===== src/common/ex_params.svh =====
`ifndef EX_PARAMS_SVH
`define EX_PARAMS_SVH

////////////////////////////////////////////////////////////
// execute stage widths
////////////////////////////////////////////////////////////

// integer data word
`define EX_XLEN 32

// register file address, 64 entries
`define EX_RADDR_W 6

// shift amount, log2 of the word width
`define EX_SHAMT_W 5

`endif


===== src/common/ex_types_pkg.sv =====
`include "ex_params.svh"

package ex_types_pkg;

  // one register file data word
  typedef logic [`EX_XLEN-1:0] word_t;

  // full product of two words
  typedef logic [2*`EX_XLEN-1:0] dword_t;

  // register file address
  typedef logic [`EX_RADDR_W-1:0] reg_addr_t;

  // shift amount, low bits of operand b
  typedef logic [`EX_SHAMT_W-1:0] shamt_t;

endpackage


===== src/common/ex_ops_pkg.sv =====
package ex_ops_pkg;

  import ex_types_pkg::*;

  ////////////////////////////////////////////////////////////
  // operation encodings
  ////////////////////////////////////////////////////////////

  // alu ops, compare group in the upper half
  typedef enum logic [3:0] {
    ALU_ADD,
    ALU_SUB,
    ALU_AND,
    ALU_OR,
    ALU_XOR,
    ALU_SLL,
    ALU_SRL,
    ALU_SRA,
    ALU_SLT,
    ALU_SLTU,
    ALU_EQ,
    ALU_NE,
    ALU_LT,
    ALU_GE,
    ALU_LTU,
    ALU_GEU
  } alu_op_e;

  // mul is low word, the rest are high words
  typedef enum logic [1:0] {
    MULT_MUL,
    MULT_MULH,
    MULT_MULHSU,
    MULT_MULHU
  } mult_op_e;

  // second cycle of a high-word product
  typedef enum logic {
    MULT_IDLE,
    MULT_HIGH_DONE
  } mult_state_e;

  ////////////////////////////////////////////////////////////
  // request and write port bundles
  ////////////////////////////////////////////////////////////

  // operand_c carries the jump target
  typedef struct packed {
    alu_op_e op;
    word_t   operand_a;
    word_t   operand_b;
    word_t   operand_c;
  } alu_req_t;

  typedef struct packed {
    mult_op_e op;
    word_t    operand_a;
    word_t    operand_b;
  } mult_req_t;

  // one register file write port
  typedef struct packed {
    logic      we;
    reg_addr_t waddr;
    word_t     data;
  } wb_port_t;

endpackage


===== src/ex_alu.sv =====
`timescale 1ns/10ps
`include "ex_params.svh"

module ex_alu (
  input  ex_ops_pkg::alu_req_t alu_req_i,
  input  logic                 alu_en_i,
  output ex_types_pkg::word_t  result_o,
  output logic                 comparison_result_o
);

  import ex_types_pkg::*;
  import ex_ops_pkg::*;

  word_t  op_a;
  word_t  op_b;
  shamt_t shamt;

  // shared adder for add and sub
  logic   is_sub;
  word_t  adder_b;
  word_t  adder_result;

  // raw compare flags
  logic   is_equal;
  logic   lt_signed;
  logic   lt_unsigned;

  assign op_a  = alu_req_i.operand_a;
  assign op_b  = alu_req_i.operand_b;
  // only the low bits of b count for shifts
  assign shamt = alu_req_i.operand_b[`EX_SHAMT_W-1:0];

  ////////////////////////////////////////////////////////////
  // adder
  ////////////////////////////////////////////////////////////

  assign is_sub       = (alu_req_i.op == ALU_SUB);
  // two's complement of b, carry in below
  assign adder_b      = is_sub ? ~op_b : op_b;
  assign adder_result = op_a + adder_b + word_t'(is_sub);

  ////////////////////////////////////////////////////////////
  // comparator
  ////////////////////////////////////////////////////////////

  assign is_equal    = (op_a == op_b);
  assign lt_signed   = ($signed(op_a) < $signed(op_b));
  assign lt_unsigned = (op_a < op_b);

  // branch decision and set-less-than bit
  always_comb begin
    case (alu_req_i.op)
      ALU_EQ:           comparison_result_o = is_equal;
      ALU_NE:           comparison_result_o = ~is_equal;
      ALU_LT, ALU_SLT:  comparison_result_o = lt_signed;
      ALU_GE:           comparison_result_o = ~lt_signed;
      ALU_LTU, ALU_SLTU: comparison_result_o = lt_unsigned;
      ALU_GEU:          comparison_result_o = ~lt_unsigned;
      default:          comparison_result_o = 1'b0;
    endcase
  end

  ////////////////////////////////////////////////////////////
  // result mux
  ////////////////////////////////////////////////////////////

  always_comb begin
    case (alu_req_i.op)
      ALU_ADD, ALU_SUB: result_o = adder_result;
      ALU_AND:          result_o = op_a & op_b;
      ALU_OR:           result_o = op_a | op_b;
      ALU_XOR:          result_o = op_a ^ op_b;
      ALU_SLL:          result_o = op_a << shamt;
      ALU_SRL:          result_o = op_a >> shamt;
      // arithmetic shift keeps the sign
      ALU_SRA:          result_o = word_t'($signed(op_a) >>> shamt);
      // compare group, flag lands in bit 0
      default:          result_o = word_t'(comparison_result_o);
    endcase
  end

  // all sixteen codes are alu ops
  // only x or z bits make an illegal opcode
  always_comb begin
    if (alu_en_i) begin
      a_legal_op: assert (!$isunknown(alu_req_i.op))
        else $error("alu op not a legal encoding");
    end
  end

endmodule


===== src/ex_mult.sv =====
`timescale 1ns/10ps
`include "ex_params.svh"

module ex_mult (
  input  logic                  clk,
  input  logic                  rst_n,
  input  ex_ops_pkg::mult_req_t mult_req_i,
  input  logic                  mult_en_i,
  input  logic                  ex_ready_i,
  output ex_types_pkg::word_t   result_o,
  output logic                  mult_ready_o,
  output logic                  mult_multicycle_o
);

  import ex_types_pkg::*;
  import ex_ops_pkg::*;

  mult_state_e state_q;
  mult_state_e state_d;

  // operands with one extra sign bit each
  logic signed [`EX_XLEN:0]     op_a_ext;
  logic signed [`EX_XLEN:0]     op_b_ext;
  logic signed [2*`EX_XLEN+1:0] prod_full;
  dword_t                       product;

  logic  high_op;
  word_t high_q;

  ////////////////////////////////////////////////////////////
  // product
  ////////////////////////////////////////////////////////////

  // a signed for mulh and mulhsu, b signed for mulh only
  assign op_a_ext = {(mult_req_i.op == MULT_MULH || mult_req_i.op == MULT_MULHSU)
                     & mult_req_i.operand_a[`EX_XLEN-1], mult_req_i.operand_a};
  assign op_b_ext = {(mult_req_i.op == MULT_MULH) & mult_req_i.operand_b[`EX_XLEN-1],
                     mult_req_i.operand_b};

  assign prod_full = op_a_ext * op_b_ext;
  assign product   = prod_full[2*`EX_XLEN-1:0];

  assign high_op = (mult_req_i.op != MULT_MUL);

  ////////////////////////////////////////////////////////////
  // high word FSM
  ////////////////////////////////////////////////////////////

  always_comb begin
    state_d = state_q;
    case (state_q)
      MULT_IDLE: begin
        if (mult_en_i && high_op) begin
          state_d = MULT_HIGH_DONE;
        end
      end
      // leave only when the stage moves on
      MULT_HIGH_DONE: begin
        if (ex_ready_i) begin
          state_d = MULT_IDLE;
        end
      end
      default: state_d = MULT_IDLE;
    endcase
  end

  always_ff @(posedge clk or negedge rst_n) begin
    if (!rst_n) begin
      state_q <= MULT_IDLE;
    end else begin
      state_q <= state_d;
    end
  end

  // capture high word in the first cycle
  always_ff @(posedge clk) begin
    if (state_q == MULT_IDLE && mult_en_i && high_op) begin
      high_q <= product[2*`EX_XLEN-1:`EX_XLEN];
    end
  end

  // stall only in the first cycle of a high op
  assign mult_ready_o      = !(state_q == MULT_IDLE && mult_en_i && high_op);
  assign mult_multicycle_o = (state_q == MULT_HIGH_DONE);
  assign result_o          = mult_multicycle_o ? high_q : product[`EX_XLEN-1:0];

  // a stalled request stays on the inputs
  a_hold_en: assert property (@(posedge clk) disable iff (!rst_n)
    (!mult_ready_o && !ex_ready_i) |=> mult_en_i)
    else $error("multiplier enable dropped while stalled");

  // held high op keeps its opcode into the second cycle
  a_stable_op: assert property (@(posedge clk) disable iff (!rst_n)
    (state_q == MULT_HIGH_DONE && $past(!ex_ready_i)) |-> $stable(mult_req_i.op))
    else $error("multiplier op changed in high_done");

endmodule


===== src/ex_writeback.sv =====
`timescale 1ns/10ps

module ex_writeback (
  input  logic                    clk,
  input  logic                    rst_n,
  input  logic                    alu_en_i,
  input  logic                    mult_en_i,
  input  logic                    csr_access_i,
  input  ex_types_pkg::word_t     alu_result_i,
  input  ex_types_pkg::word_t     mult_result_i,
  input  ex_types_pkg::word_t     csr_rdata_i,
  input  ex_types_pkg::word_t     lsu_rdata_i,
  input  logic                    regfile_alu_we_i,
  input  logic                    regfile_we_i,
  input  ex_types_pkg::reg_addr_t regfile_alu_waddr_i,
  input  ex_types_pkg::reg_addr_t regfile_waddr_i,
  input  logic                    ex_valid_i,
  input  logic                    wb_ready_i,
  output ex_ops_pkg::wb_port_t    fw_o,
  output ex_ops_pkg::wb_port_t    wb_o
);

  import ex_types_pkg::*;

  // EX/WB load port state
  logic      lsu_we_q;
  reg_addr_t lsu_waddr_q;
  word_t     fw_data;

  ////////////////////////////////////////////////////////////
  // forwarding port
  ////////////////////////////////////////////////////////////

  // csr over mult over alu
  always_comb begin
    if (csr_access_i) begin
      fw_data = csr_rdata_i;
    end else if (mult_en_i) begin
      fw_data = mult_result_i;
    end else if (alu_en_i) begin
      fw_data = alu_result_i;
    end else begin
      fw_data = '0;
    end
  end

  assign fw_o.we    = regfile_alu_we_i;
  assign fw_o.waddr = regfile_alu_waddr_i;
  assign fw_o.data  = fw_data;

  ////////////////////////////////////////////////////////////
  // EX/WB register, load port
  ////////////////////////////////////////////////////////////

  always_ff @(posedge clk or negedge rst_n) begin
    if (!rst_n) begin
      lsu_we_q    <= 1'b0;
      lsu_waddr_q <= '0;
    end else if (ex_valid_i) begin
      lsu_we_q <= regfile_we_i;
      // address only moves with a real write
      if (regfile_we_i) begin
        lsu_waddr_q <= regfile_waddr_i;
      end
    end else if (wb_ready_i) begin
      // bubble, flush the slot
      lsu_we_q <= 1'b0;
    end
  end

  // load data comes straight from the lsu
  assign wb_o.we    = lsu_we_q;
  assign wb_o.waddr = lsu_waddr_q;
  assign wb_o.data  = lsu_rdata_i;

  a_no_we_in_reset: assert property (@(posedge clk) !rst_n |-> !wb_o.we)
    else $error("load port write enable high in reset");

endmodule


===== src/ex_stage.sv =====
`timescale 1ns/10ps

module ex_stage (
  input  logic                    clk,
  input  logic                    rst_n,
  // alu and multiplier requests from ID
  input  ex_ops_pkg::alu_req_t    alu_req_i,
  input  logic                    alu_en_i,
  input  ex_ops_pkg::mult_req_t   mult_req_i,
  input  logic                    mult_en_i,
  // csr and lsu data
  input  logic                    csr_access_i,
  input  ex_types_pkg::word_t     csr_rdata_i,
  input  logic                    lsu_en_i,
  input  ex_types_pkg::word_t     lsu_rdata_i,
  // write controls from ID
  input  logic                    regfile_alu_we_i,
  input  ex_types_pkg::reg_addr_t regfile_alu_waddr_i,
  input  logic                    regfile_we_i,
  input  ex_types_pkg::reg_addr_t regfile_waddr_i,
  // stall inputs
  input  logic                    branch_in_ex_i,
  input  logic                    lsu_ready_ex_i,
  input  logic                    wb_ready_i,
  // write ports
  output ex_ops_pkg::wb_port_t    fw_o,
  output ex_ops_pkg::wb_port_t    wb_o,
  // to IF
  output ex_types_pkg::word_t     jump_target_o,
  output logic                    branch_decision_o,
  output logic                    mult_multicycle_o,
  output logic                    ex_ready_o,
  output logic                    ex_valid_o
);

  import ex_types_pkg::*;

  word_t alu_result;
  logic  alu_cmp_result;
  word_t mult_result;
  logic  mult_ready;
  // every unit downstream can take data
  logic  units_ready;

  ////////////////////////////////////////////////////////////
  // units
  ////////////////////////////////////////////////////////////

  ex_alu i_ex_alu (
    .alu_req_i           (alu_req_i),
    .alu_en_i            (alu_en_i),
    .result_o            (alu_result),
    .comparison_result_o (alu_cmp_result)
  );

  ex_mult i_ex_mult (
    .clk               (clk),
    .rst_n             (rst_n),
    .mult_req_i        (mult_req_i),
    .mult_en_i         (mult_en_i),
    .ex_ready_i        (ex_ready_o),
    .result_o          (mult_result),
    .mult_ready_o      (mult_ready),
    .mult_multicycle_o (mult_multicycle_o)
  );

  ex_writeback i_ex_writeback (
    .clk                 (clk),
    .rst_n               (rst_n),
    .alu_en_i            (alu_en_i),
    .mult_en_i           (mult_en_i),
    .csr_access_i        (csr_access_i),
    .alu_result_i        (alu_result),
    .mult_result_i       (mult_result),
    .csr_rdata_i         (csr_rdata_i),
    .lsu_rdata_i         (lsu_rdata_i),
    .regfile_alu_we_i    (regfile_alu_we_i),
    .regfile_we_i        (regfile_we_i),
    .regfile_alu_waddr_i (regfile_alu_waddr_i),
    .regfile_waddr_i     (regfile_waddr_i),
    .ex_valid_i          (ex_valid_o),
    .wb_ready_i          (wb_ready_i),
    .fw_o                (fw_o),
    .wb_o                (wb_o)
  );

  ////////////////////////////////////////////////////////////
  // branch and stall
  ////////////////////////////////////////////////////////////

  assign jump_target_o     = alu_req_i.operand_c;
  assign branch_decision_o = alu_cmp_result;

  assign units_ready = mult_ready & lsu_ready_ex_i & wb_ready_i;

  // a branch in EX finishes without WB
  assign ex_ready_o = units_ready | branch_in_ex_i;
  assign ex_valid_o = (alu_en_i | mult_en_i | csr_access_i | lsu_en_i) & units_ready;

endmodule


===== config.mk =====
export PLATFORM = sky130hd
export DESIGN_NAME = ex_stage
export DESIGN_NICKNAME = d
export VERILOG_FILES = /design/src/common/ex_types_pkg.sv /design/src/common/ex_ops_pkg.sv /design/src/ex_alu.sv /design/src/ex_mult.sv /design/src/ex_writeback.sv /design/src/ex_stage.sv
export VERILOG_INCLUDE_DIRS = /design/src /design/src/common
export SDC_FILE = /design/constraint.sdc
export NUM_CORES = 2
export LEC_CHECK = 0
export BUFFER_PORTS_ARGS = -buffer_cell sky130_fd_sc_hd__buf_2
export CAP_MARGIN = 20
export CORE_MARGIN = 5
export CORE_UTILIZATION = 38
export CTS_CLUSTER_SIZE = 24
export DETAILED_ROUTE_END_ITERATION = 12
export GPL_ROUTABILITY_DRIVEN = 0
export PLACE_DENSITY_LB_ADDON = 0.08
export RECOVER_POWER = 25
export REMOVE_ABC_BUFFERS = 1
export SYNTH_ARGS = -nofsm -noshare
export SYNTH_HDL_FRONTEND = slang
export SYNTH_SLANG_ARGS = --single-unit

===== constraint.sdc =====
create_clock -name clk -period 12.7 [get_ports clk]
set_input_delay 2.54 -clock clk [delete_from_list [all_inputs] [get_ports clk]]
set_output_delay 2.54 -clock clk [all_outputs]
set_load 0.02 [all_outputs]

==> results.md <==
* Status: finished with violations
* Failing checks: capacitance limit, slew limit
* TritonCTS Buffers at 5
* Hold path startpoint: i_ex_writeback.lsu_waddr_q[2]$_DFFE_PN0P_
* Clk_lat worst skew at 300 ps
* Worst-Margin Slew at 2010 ps
* Max incr delay on CP at 550 ps
* Wirelength per Cell at 22.2 um
* Critical-path cell with the highest stage delay: fa_1
* Commonest cells after routing, fill and taps aside: inv_1, fa_1, nand2_1
* CP top delay family: adder cells
* Core area at 129000 um2
* Setup tns final at 0 ps
* Sequential share of the synthesized area at 0.0236
* Area Overhead vs Synth at 5.38%
* Reg-to-Reg End: i_ex_writeback.lsu_waddr_q[5]$_DFFE_PN0P_
* # setup viols final at 0
* Max Root-Sink Buffers at 2
* DRC Markers at 0
* DIE WIDTH at 370 um
* Sink Count at 40
* Initial antenna violation count at 4
* Post-synthesis cell count at 5710
* Crit path kind: in2out
* PortBufs at 224
* Synth Flop Type: edfxtp_1
* R2r setup slk at 8890 ps
* R2r startpoint: i_ex_mult.mult_multicycle_o$_DFF_PN0_
* Number of synthesized flops with an enable pin at 32
* Post-synthesis compound-gate area fraction at 0.0860
* RSZ-0062 raised after global routing: false
* Clock-pin slew on the worst setup and hold paths at 70 ps
* Startpoint types: primary input
* Boundary pin count at 367
* Worst hold path type: reg2reg
* Root Driver: clkbuf_16
* Post-synth ARST share at 0.200
* Final net count at 7394
* Detailed-route via count at 38500
* Via density at 5.19
* Period minus WS final at 12380 ps
* CP endpoint kind: primary output
* Dpl hpwl at 142 mm
* First-pass DRT Iterations at 7
* Yosys reg bits at 40
* Clk_skew at 11.6 ps
* Starting Density at 0.382
* Crit Path Max Fanout at 24
* Commonest non-fill, non-tap cell in the layout: inv_1
* Worst hold stages at 1
* Total Wirelength at 165 mm
* Reg2Reg Depth at 8
* WHS Endpoint: i_ex_writeback.lsu_waddr_q[2]$_DFFE_PN0P_
* Req. time, crit path at 10160 ps
* Largest net degree at the start of global routing at 66
* Final Max Tran Viols at 34
* Worst rel slew slack at -0.342
* Yosys warns at 0
* Mux contribution to synthesized area at 0.0377
* Post-Syn Area at 49300 um2
* Layout cells sized above 1 at 0.0860
* Worst Path Arrival at 9840 ps
* Syn_area_per_cell at 8.63 um2
* CTS H-tree lvls at 2
* Cell variety after synth at 102
* Detail Route Antenna Nets at 0
* Max frequency at 80.8 MHz
* Worst Path Buf+Inv at 6
* Total die area at 137000 um2
* CTS tree: yes
* Max-Cap Viols at 1
* Post-synthesis xor/xnor area fraction at 0.0233
* Starting DRT DRC Count at 2564
* Site Rows at 132
* Crit path top cell by count: fa_1
* Synth Area in Simple Gates at 0.147
* Post-CTS Hold Buffers at 0
* Number of global-route vias before repair at 40900
* Largest family of logic cells by synthesized area: adder cells
* Adder-Cell Fraction of Synth Area at 0.544
* Die Span Y at 370 um
* Final period utilization at 0.974
* Total grt overflow at 0
* Total GRT Usage at 0.242
* Final hold violation count at 0
* Global-route wire length before repair at 257 mm
-- how the worst max path moves through the flow --
stage | start | endpoint | slack (ps) | depth (start not counted)
2_1_floorplan | mult_req_i[0] | fw_o[29] | 1140 | 22
3_3_place_gp | mult_req_i[45] | fw_o[31] | 150 | 26
3_5_place_dp | mult_req_i[0] | fw_o[31] | 60 | 25
4_1_cts | mult_req_i[0] | fw_o[31] | 30 | 25
5_1_grt | mult_req_i[0] | fw_o[30] | 5 | 27
6_report | mult_req_i[1] | fw_o[31] | 320 | 25
-- layout make-up --
| class | count | area (um2) |
|---|---|---|
| flip-flops and latches | 40 | 1160 |
| fillers | 13400 | 77200 |
| well taps | 1742 | 2180 |
| diodes | 5 | 12.5 |
| inverters | 1304 | 4890 |
| clock buffers | 5 | 125 |
| repair buffers | 357 | 2150 |
| multi-input cells | 3966 | 41400 |
| clock inverters | 3 | 42.5 |
-- timing repair --
| action | 4_1_cts | 5_1_grt |
|---|---|---|
| buffers inserted | 0 | 1 |
| setup endpoints to repair | 0 | 4 |
| resized for setup | 0 | 19 |
-- cell families (layout without fill, tap and decap cells) --
kind of cell               count (synthesis)  count (layout)
DFF                                       40              40
AOI/OAI and AO/OA                        643             643
other                                      0               5
muxes                                    114             114
adders and majority gates               1467            1467
and+or+nand+nor                         1611            1611
xor gates and xnor gates                 131             131
buffers and inverters                   1704            1669
-- registers in the layout, summed over array words and instances, names as in the netlist --
register                     cells
i_ex_mult.high_q                32
i_ex_mult.mult_multicycle_o      1
i_ex_writeback.lsu_waddr_q       6
i_ex_writeback.lsu_we_q          1
-- stage by stage --
stage / util / hold WS [ps] / std cells / setup slack [ps] / instance area (um2)
2_1_floorplan: - / 599 / 5310 / 1140 / 47400
3_3_place_gp: 0.400 / 487 / 7407 / 147 / 51700
3_5_place_dp: 0.400 / 490 / 7407 / 56.2 / 51700
4_1_cts: 0.402 / 505 / 7415 / 31.3 / 51900
5_1_grt: 0.402 / 531 / 7417 / 5.19 / 51900
6_report: 0.402 / 506 / 7422 / 324 / 51900
-- synth_stat cells, drive strengths merged, types with 22 or more instances --
| cell | count | share of area |
|---|---|---|
| a211oi | 30 | 0.0046 |
| a21o | 56 | 0.0086 |
| a21oi | 202 | 0.021 |
| a221oi | 41 | 0.0073 |
| and2 | 262 | 0.033 |
| and3 | 35 | 0.0045 |
| buf | 117 | 0.017 |
| clkbuf | 283 | 0.022 |
| edfxtp | 32 | 0.019 |
| fa | 1126 | 0.46 |
| ha | 341 | 0.087 |
| inv | 1303 | 0.099 |
| mux2 | 25 | 0.0057 |
| mux2i | 34 | 0.0069 |
| mux4 | 55 | 0.025 |
| nand2 | 912 | 0.069 |
| nand3 | 36 | 0.0037 |
| nand4 | 23 | 0.0032 |
| nor2 | 208 | 0.016 |
| nor2b | 22 | 0.0028 |
| nor3 | 37 | 0.0038 |
| o211ai | 23 | 0.0035 |
| o21ai | 133 | 0.014 |
| xnor2 | 98 | 0.017 |
| xor2 | 33 | 0.0059 |
-- layer usage --
metal  global-route usage  wire length (um)
met3               0.0272              9310
met2                0.395             76500
met4               0.0415              3550
met1                0.352             75200
met5              0.00748               108
Power is not shown: default switching activity piles up to over one toggle a cycle in this logic, so the estimate is an artifact.
